File: config.mk
export PLATFORM = sky130hd
export DESIGN_NAME = pipe_ctrl_top
export DESIGN_NICKNAME = d
export VERILOG_FILES = /design/src/common/pipe_ctrl_pkg.sv /design/src/logic/pipe_ctrl_top.sv /design/src/logic/div_busy.sv /design/src/logic/stage_regs.sv /design/src/hazard/hazard_unit.sv /design/src/hazard/fwd_select.sv
export SDC_FILE = /design/constraint.sdc
export NUM_CORES = 1
export LEC_CHECK = 0
export BUFFER_PORTS_ARGS = -buffer_cell sky130_fd_sc_hd__buf_2
export CORE_MARGIN = 4
export CORE_UTILIZATION = 50
export CTS_CLUSTER_SIZE = 16
export DETAILED_ROUTE_END_ITERATION = 8
export HOLD_SLACK_MARGIN = 0.05
export PLACE_DENSITY = 0.71
export SLEW_MARGIN = 5
export SYNTH_ARGS = -nofsm -noshare
export SYNTH_HDL_FRONTEND = slang
export SYNTH_HIERARCHICAL = 1
export SYNTH_SLANG_ARGS = --single-unit
File: constraint.sdc
create_clock -name clk -period 3.95 [get_ports clk]
set_input_delay 0.395 -clock clk [delete_from_list [all_inputs] [get_ports clk]]
set_output_delay 0.395 -clock clk [all_outputs]
set_load 0.01 [all_outputs]
File: src/common/pipe_ctrl_pkg.sv
`default_nettype none

package pipe_ctrl_pkg;

    localparam int DIV_CYCLES = 4;
    localparam int DIV_CNT_W  = $clog2(DIV_CYCLES);

    typedef logic [4:0] reg_addr_t;
    typedef logic [7:0] inst_id_t;

    // forwarding source for one operand
    typedef enum logic [1:0] {
        fwd_rf   = 2'b00,
        fwd_near = 2'b01,
        fwd_far  = 2'b10
    } fwd_sel_t;

    // 2'b10 kept free for flush
    typedef enum logic [1:0] {
        st_normal = 2'b00,
        st_stall  = 2'b01
    } stall_code_t;

    typedef struct packed {
        logic      valid;
        inst_id_t  id;
        reg_addr_t raddr1;
        reg_addr_t raddr2;
        reg_addr_t dest;
        logic      gr_we;
        logic      res_from_mem;
        logic      res_from_cp0;
        logic      is_branch;
        logic      is_div;
    } inst_desc_t;

    // what the hazard checks need from a later stage
    typedef struct packed {
        logic      valid;
        reg_addr_t dest;
        logic      gr_we;
        logic      res_from_mem;
        logic      res_from_cp0;
    } stage_info_t;

    function automatic stage_info_t desc_info(inst_desc_t d);
        stage_info_t s;
        s.valid        = d.valid;
        s.dest         = d.dest;
        s.gr_we        = d.gr_we;
        s.res_from_mem = d.res_from_mem;
        s.res_from_cp0 = d.res_from_cp0;
        return s;
    endfunction

endpackage

`default_nettype wire
File: src/logic/pipe_ctrl_top.sv
`timescale 1ns/1ns
`default_nettype none

module pipe_ctrl_top (
    input  logic                       clk,
    input  logic                       rst_n,
    input  pipe_ctrl_pkg::inst_desc_t  fs_desc,
    output logic                       fetch_hold,
    output logic [3:0]                 ds_fwd,
    output logic [3:0]                 es_fwd,
    output pipe_ctrl_pkg::stall_code_t stall_d,
    output pipe_ctrl_pkg::stall_code_t stall_e,
    output pipe_ctrl_pkg::stage_info_t retire,
    output pipe_ctrl_pkg::inst_id_t    retire_id
);

    import pipe_ctrl_pkg::*;

    inst_desc_t  d_desc;
    inst_desc_t  e_desc;
    stage_info_t m_info;
    stage_info_t w_info;
    logic        e_new;
    logic        div_stop;

    stage_regs stage_regs_i (
        .clk       (clk),
        .rst_n     (rst_n),
        .fs_desc   (fs_desc),
        .stall_d   (stall_d),
        .stall_e   (stall_e),
        .d_desc    (d_desc),
        .e_desc    (e_desc),
        .e_new     (e_new),
        .m_info    (m_info),
        .w_info    (w_info),
        .retire_id (retire_id)
    );

    div_busy div_busy_i (
        .clk      (clk),
        .rst_n    (rst_n),
        .e_desc   (e_desc),
        .e_new    (e_new),
        .div_stop (div_stop)
    );

    hazard_unit hazard_unit_i (
        .d_desc     (d_desc),
        .e_desc     (e_desc),
        .m_info     (m_info),
        .w_info     (w_info),
        .div_stop   (div_stop),
        .stall_d    (stall_d),
        .stall_e    (stall_e),
        .fetch_hold (fetch_hold),
        .ds_fwd     (ds_fwd),
        .es_fwd     (es_fwd)
    );

    // writeback contents are what retires
    assign retire = w_info;

endmodule

`default_nettype wire

File: src/logic/div_busy.sv
`timescale 1ns/1ns
`default_nettype none

module div_busy (
    input  logic                      clk,
    input  logic                      rst_n,
    input  pipe_ctrl_pkg::inst_desc_t e_desc,
    input  logic                      e_new,
    output logic                      div_stop
);

    import pipe_ctrl_pkg::*;

    logic [DIV_CNT_W-1:0] cnt;
    logic                 start;

    // first execute cycle of a divide
    assign start = e_new && e_desc.valid && e_desc.is_div;

    // high on the start cycle plus DIV_CYCLES-2 counted ones
    assign div_stop = start || (cnt != '0);

    always_ff @(posedge clk or negedge rst_n) begin
        if (!rst_n) begin
            cnt <= '0;
        end else if (start) begin
            cnt <= DIV_CNT_W'(DIV_CYCLES - 2);
        end else if (e_new) begin
            // execute got something else, drop any leftover count
            cnt <= '0;
        end else if (cnt != '0) begin
            cnt <= cnt - 1'b1;
        end
    end

endmodule

`default_nettype wire

File: src/logic/stage_regs.sv
`timescale 1ns/1ns
`default_nettype none

module stage_regs (
    input  logic                       clk,
    input  logic                       rst_n,
    input  pipe_ctrl_pkg::inst_desc_t  fs_desc,
    input  pipe_ctrl_pkg::stall_code_t stall_d,
    input  pipe_ctrl_pkg::stall_code_t stall_e,
    output pipe_ctrl_pkg::inst_desc_t  d_desc,
    output pipe_ctrl_pkg::inst_desc_t  e_desc,
    output logic                       e_new,
    output pipe_ctrl_pkg::stage_info_t m_info,
    output pipe_ctrl_pkg::stage_info_t w_info,
    output pipe_ctrl_pkg::inst_id_t    retire_id
);

    import pipe_ctrl_pkg::*;

    inst_desc_t  d_q;
    inst_desc_t  e_q;
    stage_info_t m_q;
    stage_info_t w_q;
    inst_id_t    m_id;
    inst_id_t    w_id;
    logic        d_hold;
    logic        e_hold;
    logic        e_bubble;

    // an empty decode slot still takes the next instruction under stall_d
    assign d_hold   = (stall_e == st_stall) || (stall_d == st_stall && d_q.valid);
    assign e_hold   = (stall_e == st_stall);
    assign e_bubble = (stall_d == st_stall);

    always_ff @(posedge clk or negedge rst_n) begin
        if (!rst_n) begin
            d_q <= '0;
        end else if (!d_hold) begin
            d_q <= fs_desc;
        end
    end

    always_ff @(posedge clk or negedge rst_n) begin
        if (!rst_n) begin
            e_q   <= '0;
            e_new <= 1'b0;
        end else begin
            e_new <= !e_hold;
            if (!e_hold) begin
                if (e_bubble) begin
                    e_q <= '0;
                end else begin
                    e_q <= d_q;
                end
            end
        end
    end

    // memory takes a bubble while execute is held
    always_ff @(posedge clk or negedge rst_n) begin
        if (!rst_n) begin
            m_q  <= '0;
            m_id <= '0;
        end else begin
            m_id <= e_q.id;
            if (e_hold) begin
                m_q <= '0;
            end else begin
                m_q <= desc_info(e_q);
            end
        end
    end

    always_ff @(posedge clk or negedge rst_n) begin
        if (!rst_n) begin
            w_q  <= '0;
            w_id <= '0;
        end else begin
            w_q  <= m_q;
            w_id <= m_id;
        end
    end

    assign d_desc    = d_q;
    assign e_desc    = e_q;
    assign m_info    = m_q;
    assign w_info    = w_q;
    assign retire_id = w_id;

endmodule

`default_nettype wire

File: src/hazard/hazard_unit.sv
`timescale 1ns/1ns
`default_nettype none

module hazard_unit (
    input  pipe_ctrl_pkg::inst_desc_t  d_desc,
    input  pipe_ctrl_pkg::inst_desc_t  e_desc,
    input  pipe_ctrl_pkg::stage_info_t m_info,
    input  pipe_ctrl_pkg::stage_info_t w_info,
    input  logic                       div_stop,
    output pipe_ctrl_pkg::stall_code_t stall_d,
    output pipe_ctrl_pkg::stall_code_t stall_e,
    output logic                       fetch_hold,
    output logic [3:0]                 ds_fwd,
    output logic [3:0]                 es_fwd
);

    import pipe_ctrl_pkg::*;

    stage_info_t e_info;
    fwd_sel_t    ds_sel1;
    fwd_sel_t    ds_sel2;
    fwd_sel_t    es_sel1;
    fwd_sel_t    es_sel2;
    logic        br_load_use;
    logic        mfc0_pend;

    assign e_info = desc_info(e_desc);

    // branch resolves in decode, so a load result one stage ahead is too late
    // r0 is not excluded here
    assign br_load_use = d_desc.valid && d_desc.is_branch
                      && e_desc.valid && e_desc.gr_we && e_desc.res_from_mem
                      && (d_desc.raddr1 == e_desc.dest || d_desc.raddr2 == e_desc.dest);

    // cp0 read not yet back
    assign mfc0_pend = (e_info.valid && e_info.res_from_cp0)
                    || (m_info.valid && m_info.res_from_cp0);

    // priority: branch-load-use, divider, mfc0
    always_comb begin
        stall_d = st_normal;
        stall_e = st_normal;
        if (br_load_use) begin
            stall_d = st_stall;
        end else if (div_stop) begin
            stall_e = st_stall;
        end else if (mfc0_pend) begin
            stall_d = st_stall;
        end
    end

    assign fetch_hold = (stall_d == st_stall && d_desc.valid) || (stall_e == st_stall);

    // decode operands: execute is near, memory is far
    fwd_select ds_fwd_i (
        .src1 (d_desc.raddr1),
        .src2 (d_desc.raddr2),
        .near (e_info),
        .far  (m_info),
        .sel1 (ds_sel1),
        .sel2 (ds_sel2)
    );

    // execute operands: memory is near, writeback is far
    fwd_select es_fwd_i (
        .src1 (e_desc.raddr1),
        .src2 (e_desc.raddr2),
        .near (m_info),
        .far  (w_info),
        .sel1 (es_sel1),
        .sel2 (es_sel2)
    );

    // operand 1 in the upper pair
    assign ds_fwd = {ds_sel1, ds_sel2};
    assign es_fwd = {es_sel1, es_sel2};

endmodule

`default_nettype wire

File: src/hazard/fwd_select.sv
`timescale 1ns/1ns
`default_nettype none

module fwd_select (
    input  pipe_ctrl_pkg::reg_addr_t   src1,
    input  pipe_ctrl_pkg::reg_addr_t   src2,
    input  pipe_ctrl_pkg::stage_info_t near,
    input  pipe_ctrl_pkg::stage_info_t far,
    output pipe_ctrl_pkg::fwd_sel_t    sel1,
    output pipe_ctrl_pkg::fwd_sel_t    sel2
);

    import pipe_ctrl_pkg::*;

    // nearer stage wins, r0 never forwards
    function automatic fwd_sel_t pick(reg_addr_t src, stage_info_t n, stage_info_t f);
        fwd_sel_t sel;
        sel = fwd_rf;
        if (src != '0) begin
            if (n.valid && n.gr_we && n.dest == src) begin
                sel = fwd_near;
            end else if (f.valid && f.gr_we && f.dest == src) begin
                sel = fwd_far;
            end
        end
        return sel;
    endfunction

    always_comb begin
        sel1 = pick(src1, near, far);
        sel2 = pick(src2, near, far);
    end

endmodule

`default_nettype wire

==> impl_metrics.ini, run 1 <==
[placed_design]
dp_hpwl_um = 5500
port_buffers = 58
post-place-ws_ns = 0.930
gp_congestion = 0.854

[timing]
post-route-min-period_ns = 3.09
setup_ws_ns = 0.865
rsz0062_at_grt = no
skew_ns = 0.0152
tns_ns = 0
worstMarginPinSlew_ns = 0.838
slew_viol_final = 0
finalCritPeriodShare_pct = 78.1
hold_violations = 0
setup_violations = 0
maxSlewHeadroom_pct = 44.1
timing.fmax_mhz = 324

[detailed_routing]
ant_nets = 0
drtPass1Iterations = 4
wirelength_um = 7660
vias_per_cell = 5.28
drt-wirelength-per-cell_um = 16.7
drc = 0
num_vias = 2420
first_iter_violations = 112

[final_layout]
syn_to_final_growth_pct = 14.2
antenna_cells = 0
final_nets = 383
layout-drive-gt1-share_pct = 32.0
fillers = 652
finalCoreUtilization_pct = 59.0

[floorplanning]
start_util_pct = 51.6
io_pins = 61
die_area_sq_um = 9520
die_w_um = 97.6
core_sq_um = 7770
chipHeight_um = 97.6
rows = 32

[yosys]
ys_warn_count = 6
syn_avg_cell_area_sq_um = 13.8
syn_area_sq_um = 4010
postSynthCellCount = 291

[critical_path]
worstSetupStartpointType = flop
crit_path_end_kind = flop
cp_max_fo = 19
path_class = reg2reg
cp.arrival_ns = 3.32
critical_path_required_ns = 4.19

[clocking]
clk_latency_ns = 0.35
clk_pin_slew_ns = 0.09
cts_sinks = 94
post-cts-setup-buffers = 0
cts_buffers = 9
post_cts_resized = 0
clockBufferDepth = 2
cts_hold_buffers = 0
cts_tree = built
clock-root-buffer = clkbuf_8
htreeDepth = 3

[run]
timing.max_cap.violations = 0

[grt]
grtUsageTotal_pct = 17.1
grt_max_degree = 70
grt_pass1_wl_um = 12800
gr-total-overflow = 0
grt_pass1_vias = 2512
antenna_found_initial = 0

[power_and_ir_drop]
leakagePower_nw = 2.09
total_power_mw = 3.97
irDropWorstVdd_mv = 0.396
p_per_area_nw_per_um2 = 867

[outcome]
status = finished, final reports clean

[min_path]
hp-class = in2async
[layout by cell type (no fill, tap or decap), types with 5 or more instances in the layout]
| cell type | instances |
|---|---|
| a22o_1 | 28 |
| dfrtp_1 | 94 |
| mux2_2 | 8 |
| xnor2_1 | 46 |
| mux2_4 | 20 |
| and2_1 | 10 |
| nand2_1 | 8 |
| nand4_1 | 8 |
| xor2_1 | 5 |
| buf_2 | 57 |
| nand3_1 | 8 |
| clkbuf_8 | 9 |
[state kept, by name (all words and copies together) (netlist names)]
signal                  flops
stage_regs_i/e_desc        28
div_busy_i/cnt              2
stage_regs_i/w_info         9
stage_regs_i/d_desc        29
stage_regs_i/retire_id      8
stage_regs_i/m_id           8
stage_regs_i/m_info         9
stage_regs_i/e_new          1
[path summary, 6_finish.rpt]
path	start	endpoint	slack, ns	cells past startpoint
max	stage_regs_i/d_desc[15]$_DFFE_PN0N_	stage_regs_i/d_desc[9]$_DFFE_PN0N_	0.86	9
min	rst_n	stage_regs_i/e_desc[21]$_DFFE_PN0N_	0.15	1
max reg2reg	stage_regs_i/d_desc[15]$_DFFE_PN0N_	stage_regs_i/d_desc[9]$_DFFE_PN0N_	0.86	9
min reg2reg	stage_regs_i/m_id[1]$_DFF_PN0_	stage_regs_i/retire_id[1]$_DFF_PN0_	0.35	0
max in group asynchronous	rst_n	stage_regs_i/w_info[5]$_DFF_PN0_	2.96	2
min in group clk	fs_desc[28]	stage_regs_i/d_desc[28]$_DFFE_PN0N_	0.25	3
[per-stage QoR]
| step | hold WS [ns] | area [sq um] | std cells |
|---|---|---|---|
| after floorplan | 0.0994 | 4020 | 292 |
| after global placement | 0.332 | 4380 | 442 |
| after detailed placement | 0.336 | 4380 | 442 |
| after CTS | 0.164 | 4580 | 458 |
| after global routing | 0.207 | 4580 | 458 |
| final | 0.147 | 4580 | 458 |
[metal layers]
| metal | wire [um] | track usage [%] | vias to the layer above | share of wire [%] |
|---|---|---|---|---|
| li1 | - | - | 1140 | - |
| met1 | 3480 | 22.8 | 1228 | 45 |
| met2 | 3830 | 27.3 | 43 | 50 |
| met3 | 267 | 4.24 | 9 | 3.5 |
| met4 | 83 | 5.86 | 0 | 1.1 |
| met5 | 0 | 0 | - | 0 |
[power by group]
part	switching (mW)	total (mW)	leakage (nW)	internal, mW
logic	0.633	1.47	0.861	0.838
registers	0.482	1.88	1.13	1.40
clock network	0.322	0.619	0.0973	0.297
total	1.44	3.97	2.09	2.53
[worst max-delay path: stages (launching register included)]
cell	delay, ns
dfrtp_1	0.49
xnor2_1	0.20
nand3_1	0.12
o32ai_2	0.34
nand2_1	0.13
o21ai_0	0.14
nor2b_1	0.39
a21o_1	0.54
buf_12	0.25
mux2_2	0.34
[area by class of cell]
class,instances,area [sq um],share of cell area [%]
Tap cell,102,128,2.79
Multi-Input combinational cell,181,1560,34.1
Sequential cell,94,2350,51.4
Inverter,4,15.0,0.328
Clock inverter,6,68.8,1.50
Timing Repair Buffer,61,328,7.16
Clock buffer,10,128,2.79
Note: power is estimated with default switching activity, not from simulation.
==> inputs of run 2 (changes only) <==
Clock period 3.95 ns to 3 ns, I/O delays scaled along.
==> impl_metrics.ini, run 2 (same netlist as run 1, synthesis figures left out) <==
[timing]
setup_ws_ns = 0.475
rsz0062_at_grt = no
worstMarginPinSlew_ns = 1.13
slew_viol_final = 0
maxSlewHeadroom_pct = 24.9
hold_violations = 0
post-route-min-period_ns = 2.53
tns_ns = 0
holdWs_ns = 0.157
finalCritPeriodShare_pct = 84.2
timing.fmax_mhz = 396
skew_ns = 0.00667
setup_violations = 0

[clocking]
clk_latency_ns = 0.35
cts_buffers = 9
post-cts-setup-buffers = 0
clk_pin_slew_ns = 0.08
cts_hold_buffers = 0
clockBufferDepth = 2
post_cts_resized = 0
cts_tree = built
cts_sinks = 94
htreeDepth = 3
clock-root-buffer = clkbuf_8

[final_layout]
layout_common_cells = dfrtp_1, buf_2, xnor2_1, a22o_1, mux2_4
antenna_cells = 0
syn_to_final_growth_pct = 16.2
final_nets = 385
largest_register_ffs = 29
fillers = 653
layout-drive-gt1-share_pct = 32.4
mostFrequentLayoutCell = dfrtp_1

[floorplanning]
die_w_um = 97.6
die_area_sq_um = 9520
start_util_pct = 51.6
io_pins = 61
chipHeight_um = 97.6
rows = 32
core_sq_um = 7770

[grt]
antenna_found_initial = 0
grt_max_degree = 95
grt_pass1_wl_um = 12800
grt_pass1_vias = 2564
gr-total-overflow = 0
grtUsageTotal_pct = 16.7

[outcome]
status = finished, final reports clean

[critical_path]
crit_path_end_kind = flop
cp_max_fo = 23
worstSetupStartpointType = flop
cp.arrival_ns = 2.76
path_class = reg2reg
critical_path_required_ns = 3.23

[power_and_ir_drop]
leakagePower_nw = 2.13
comb_power_share_pct = 35.9
power.switching_mw = 1.88
switching_share_pct = 34.3
p_per_area_nw_per_um2 = 1180
irDropWorstVdd_mv = 0.521
p_seq_share_pct = 45.1
intPower_mw = 3.60
clkPwrFrac_pct = 19.0

[detailed_routing]
ant_nets = 0
drc = 0
drtPass1Iterations = 4
vias_per_cell = 5.25
first_iter_violations = 106
wirelength_um = 7430
num_vias = 2415
drt-wirelength-per-cell_um = 16.1

[placed_design]
dp_hpwl_um = 5320
post-place-ws_ns = 0.472
gp_congestion = 0.854
port_buffers = 58

[run]
timing.max_cap.violations = 0

[min_path]
hp-class = in2reg
==> run 2: cell types whose count changed in the layout (fill, tap and decap cells not counted) <==
cell,change
buf_4,+2
bufinv_16,+3
clkinvlp_4,-1
inv_6,-2
==> run 2: metrics by stage <==
| step | total power [mW] | instances | area, sq um | util, % |
|---|---|---|---|---|
| 2_1_floorplan | 3.89 | 292 | 4020 | - |
| 3_3_place_gp | 4.39 | 444 | 4400 | 56.6 |
| 3_5_place_dp | 4.48 | 444 | 4400 | 56.6 |
| 4_1_cts | 5.54 | 460 | 4660 | 60.0 |
| 5_1_grt | 5.84 | 460 | 4660 | 60.0 |
| 6_report | 5.48 | 460 | 4660 | 60.0 |
==> run 2: final timing paths <==
path	end	from	slack (ns)	cells past startpoint
worst max-delay path	stage_regs_i/d_desc[14]$_DFFE_PN0N_	stage_regs_i/d_desc[15]$_DFFE_PN0N_	0.47	9
worst min-delay path	stage_regs_i/d_desc[28]$_DFFE_PN0N_	fs_desc[28]	0.16	3
worst max register to register	stage_regs_i/d_desc[14]$_DFFE_PN0N_	stage_regs_i/d_desc[15]$_DFFE_PN0N_	0.47	9
worst min register to register	stage_regs_i/retire_id[0]$_DFF_PN0_	stage_regs_i/m_id[0]$_DFF_PN0_	0.35	0
max in group asynchronous	stage_regs_i/e_desc[11]$_DFFE_PN0N_	rst_n	2.12	1
min in group asynchronous	stage_regs_i/d_desc[21]$_DFFE_PN0N_	rst_n	0.18	1
==> run 2: worst max-delay path, cell delays in order, from the launching register on <==
cell and delay (ns):
dfrtp_1 0.54, xnor2_1 0.16, nand3_1 0.10, o32ai_2 0.31, nand2_1 0.12, o21ai_0 0.11, nor2b_1 0.26, a21o_1 0.23
buf_12 0.22, mux2_2 0.35
==> run 2: layer usage <==
layer	global-route usage, %	share of wire, %
met1	22.3	44
met2	26.4	49
met3	3.88	5.4
met4	6.71	1.9
met5	0	0
==> run 2: power by group through the flow <==
stage / Combinational [mW] / Clock (mW) / Sequential [mW]
final: 1.97 / 1.04 / 2.47
after global routing: 2.15 / 1.12 / 2.57
after CTS: 1.98 / 1.07 / 2.48
after detailed placement: 1.97 / 0 / 2.51
after global placement: 1.91 / 0 / 2.48
after floorplan: 1.52 / 0 / 2.37
==> run 2: final cells by class <==
cell class	count	area (sq um)	area share [%]
multi-input combinational	181	1560	33.5
inverter	4	15.0	0.322
sequential	94	2350	50.5
tap	102	128	2.74
clock inverter	6	134	2.87
timing repair buffer	63	343	7.36
clock buffer	10	128	2.74
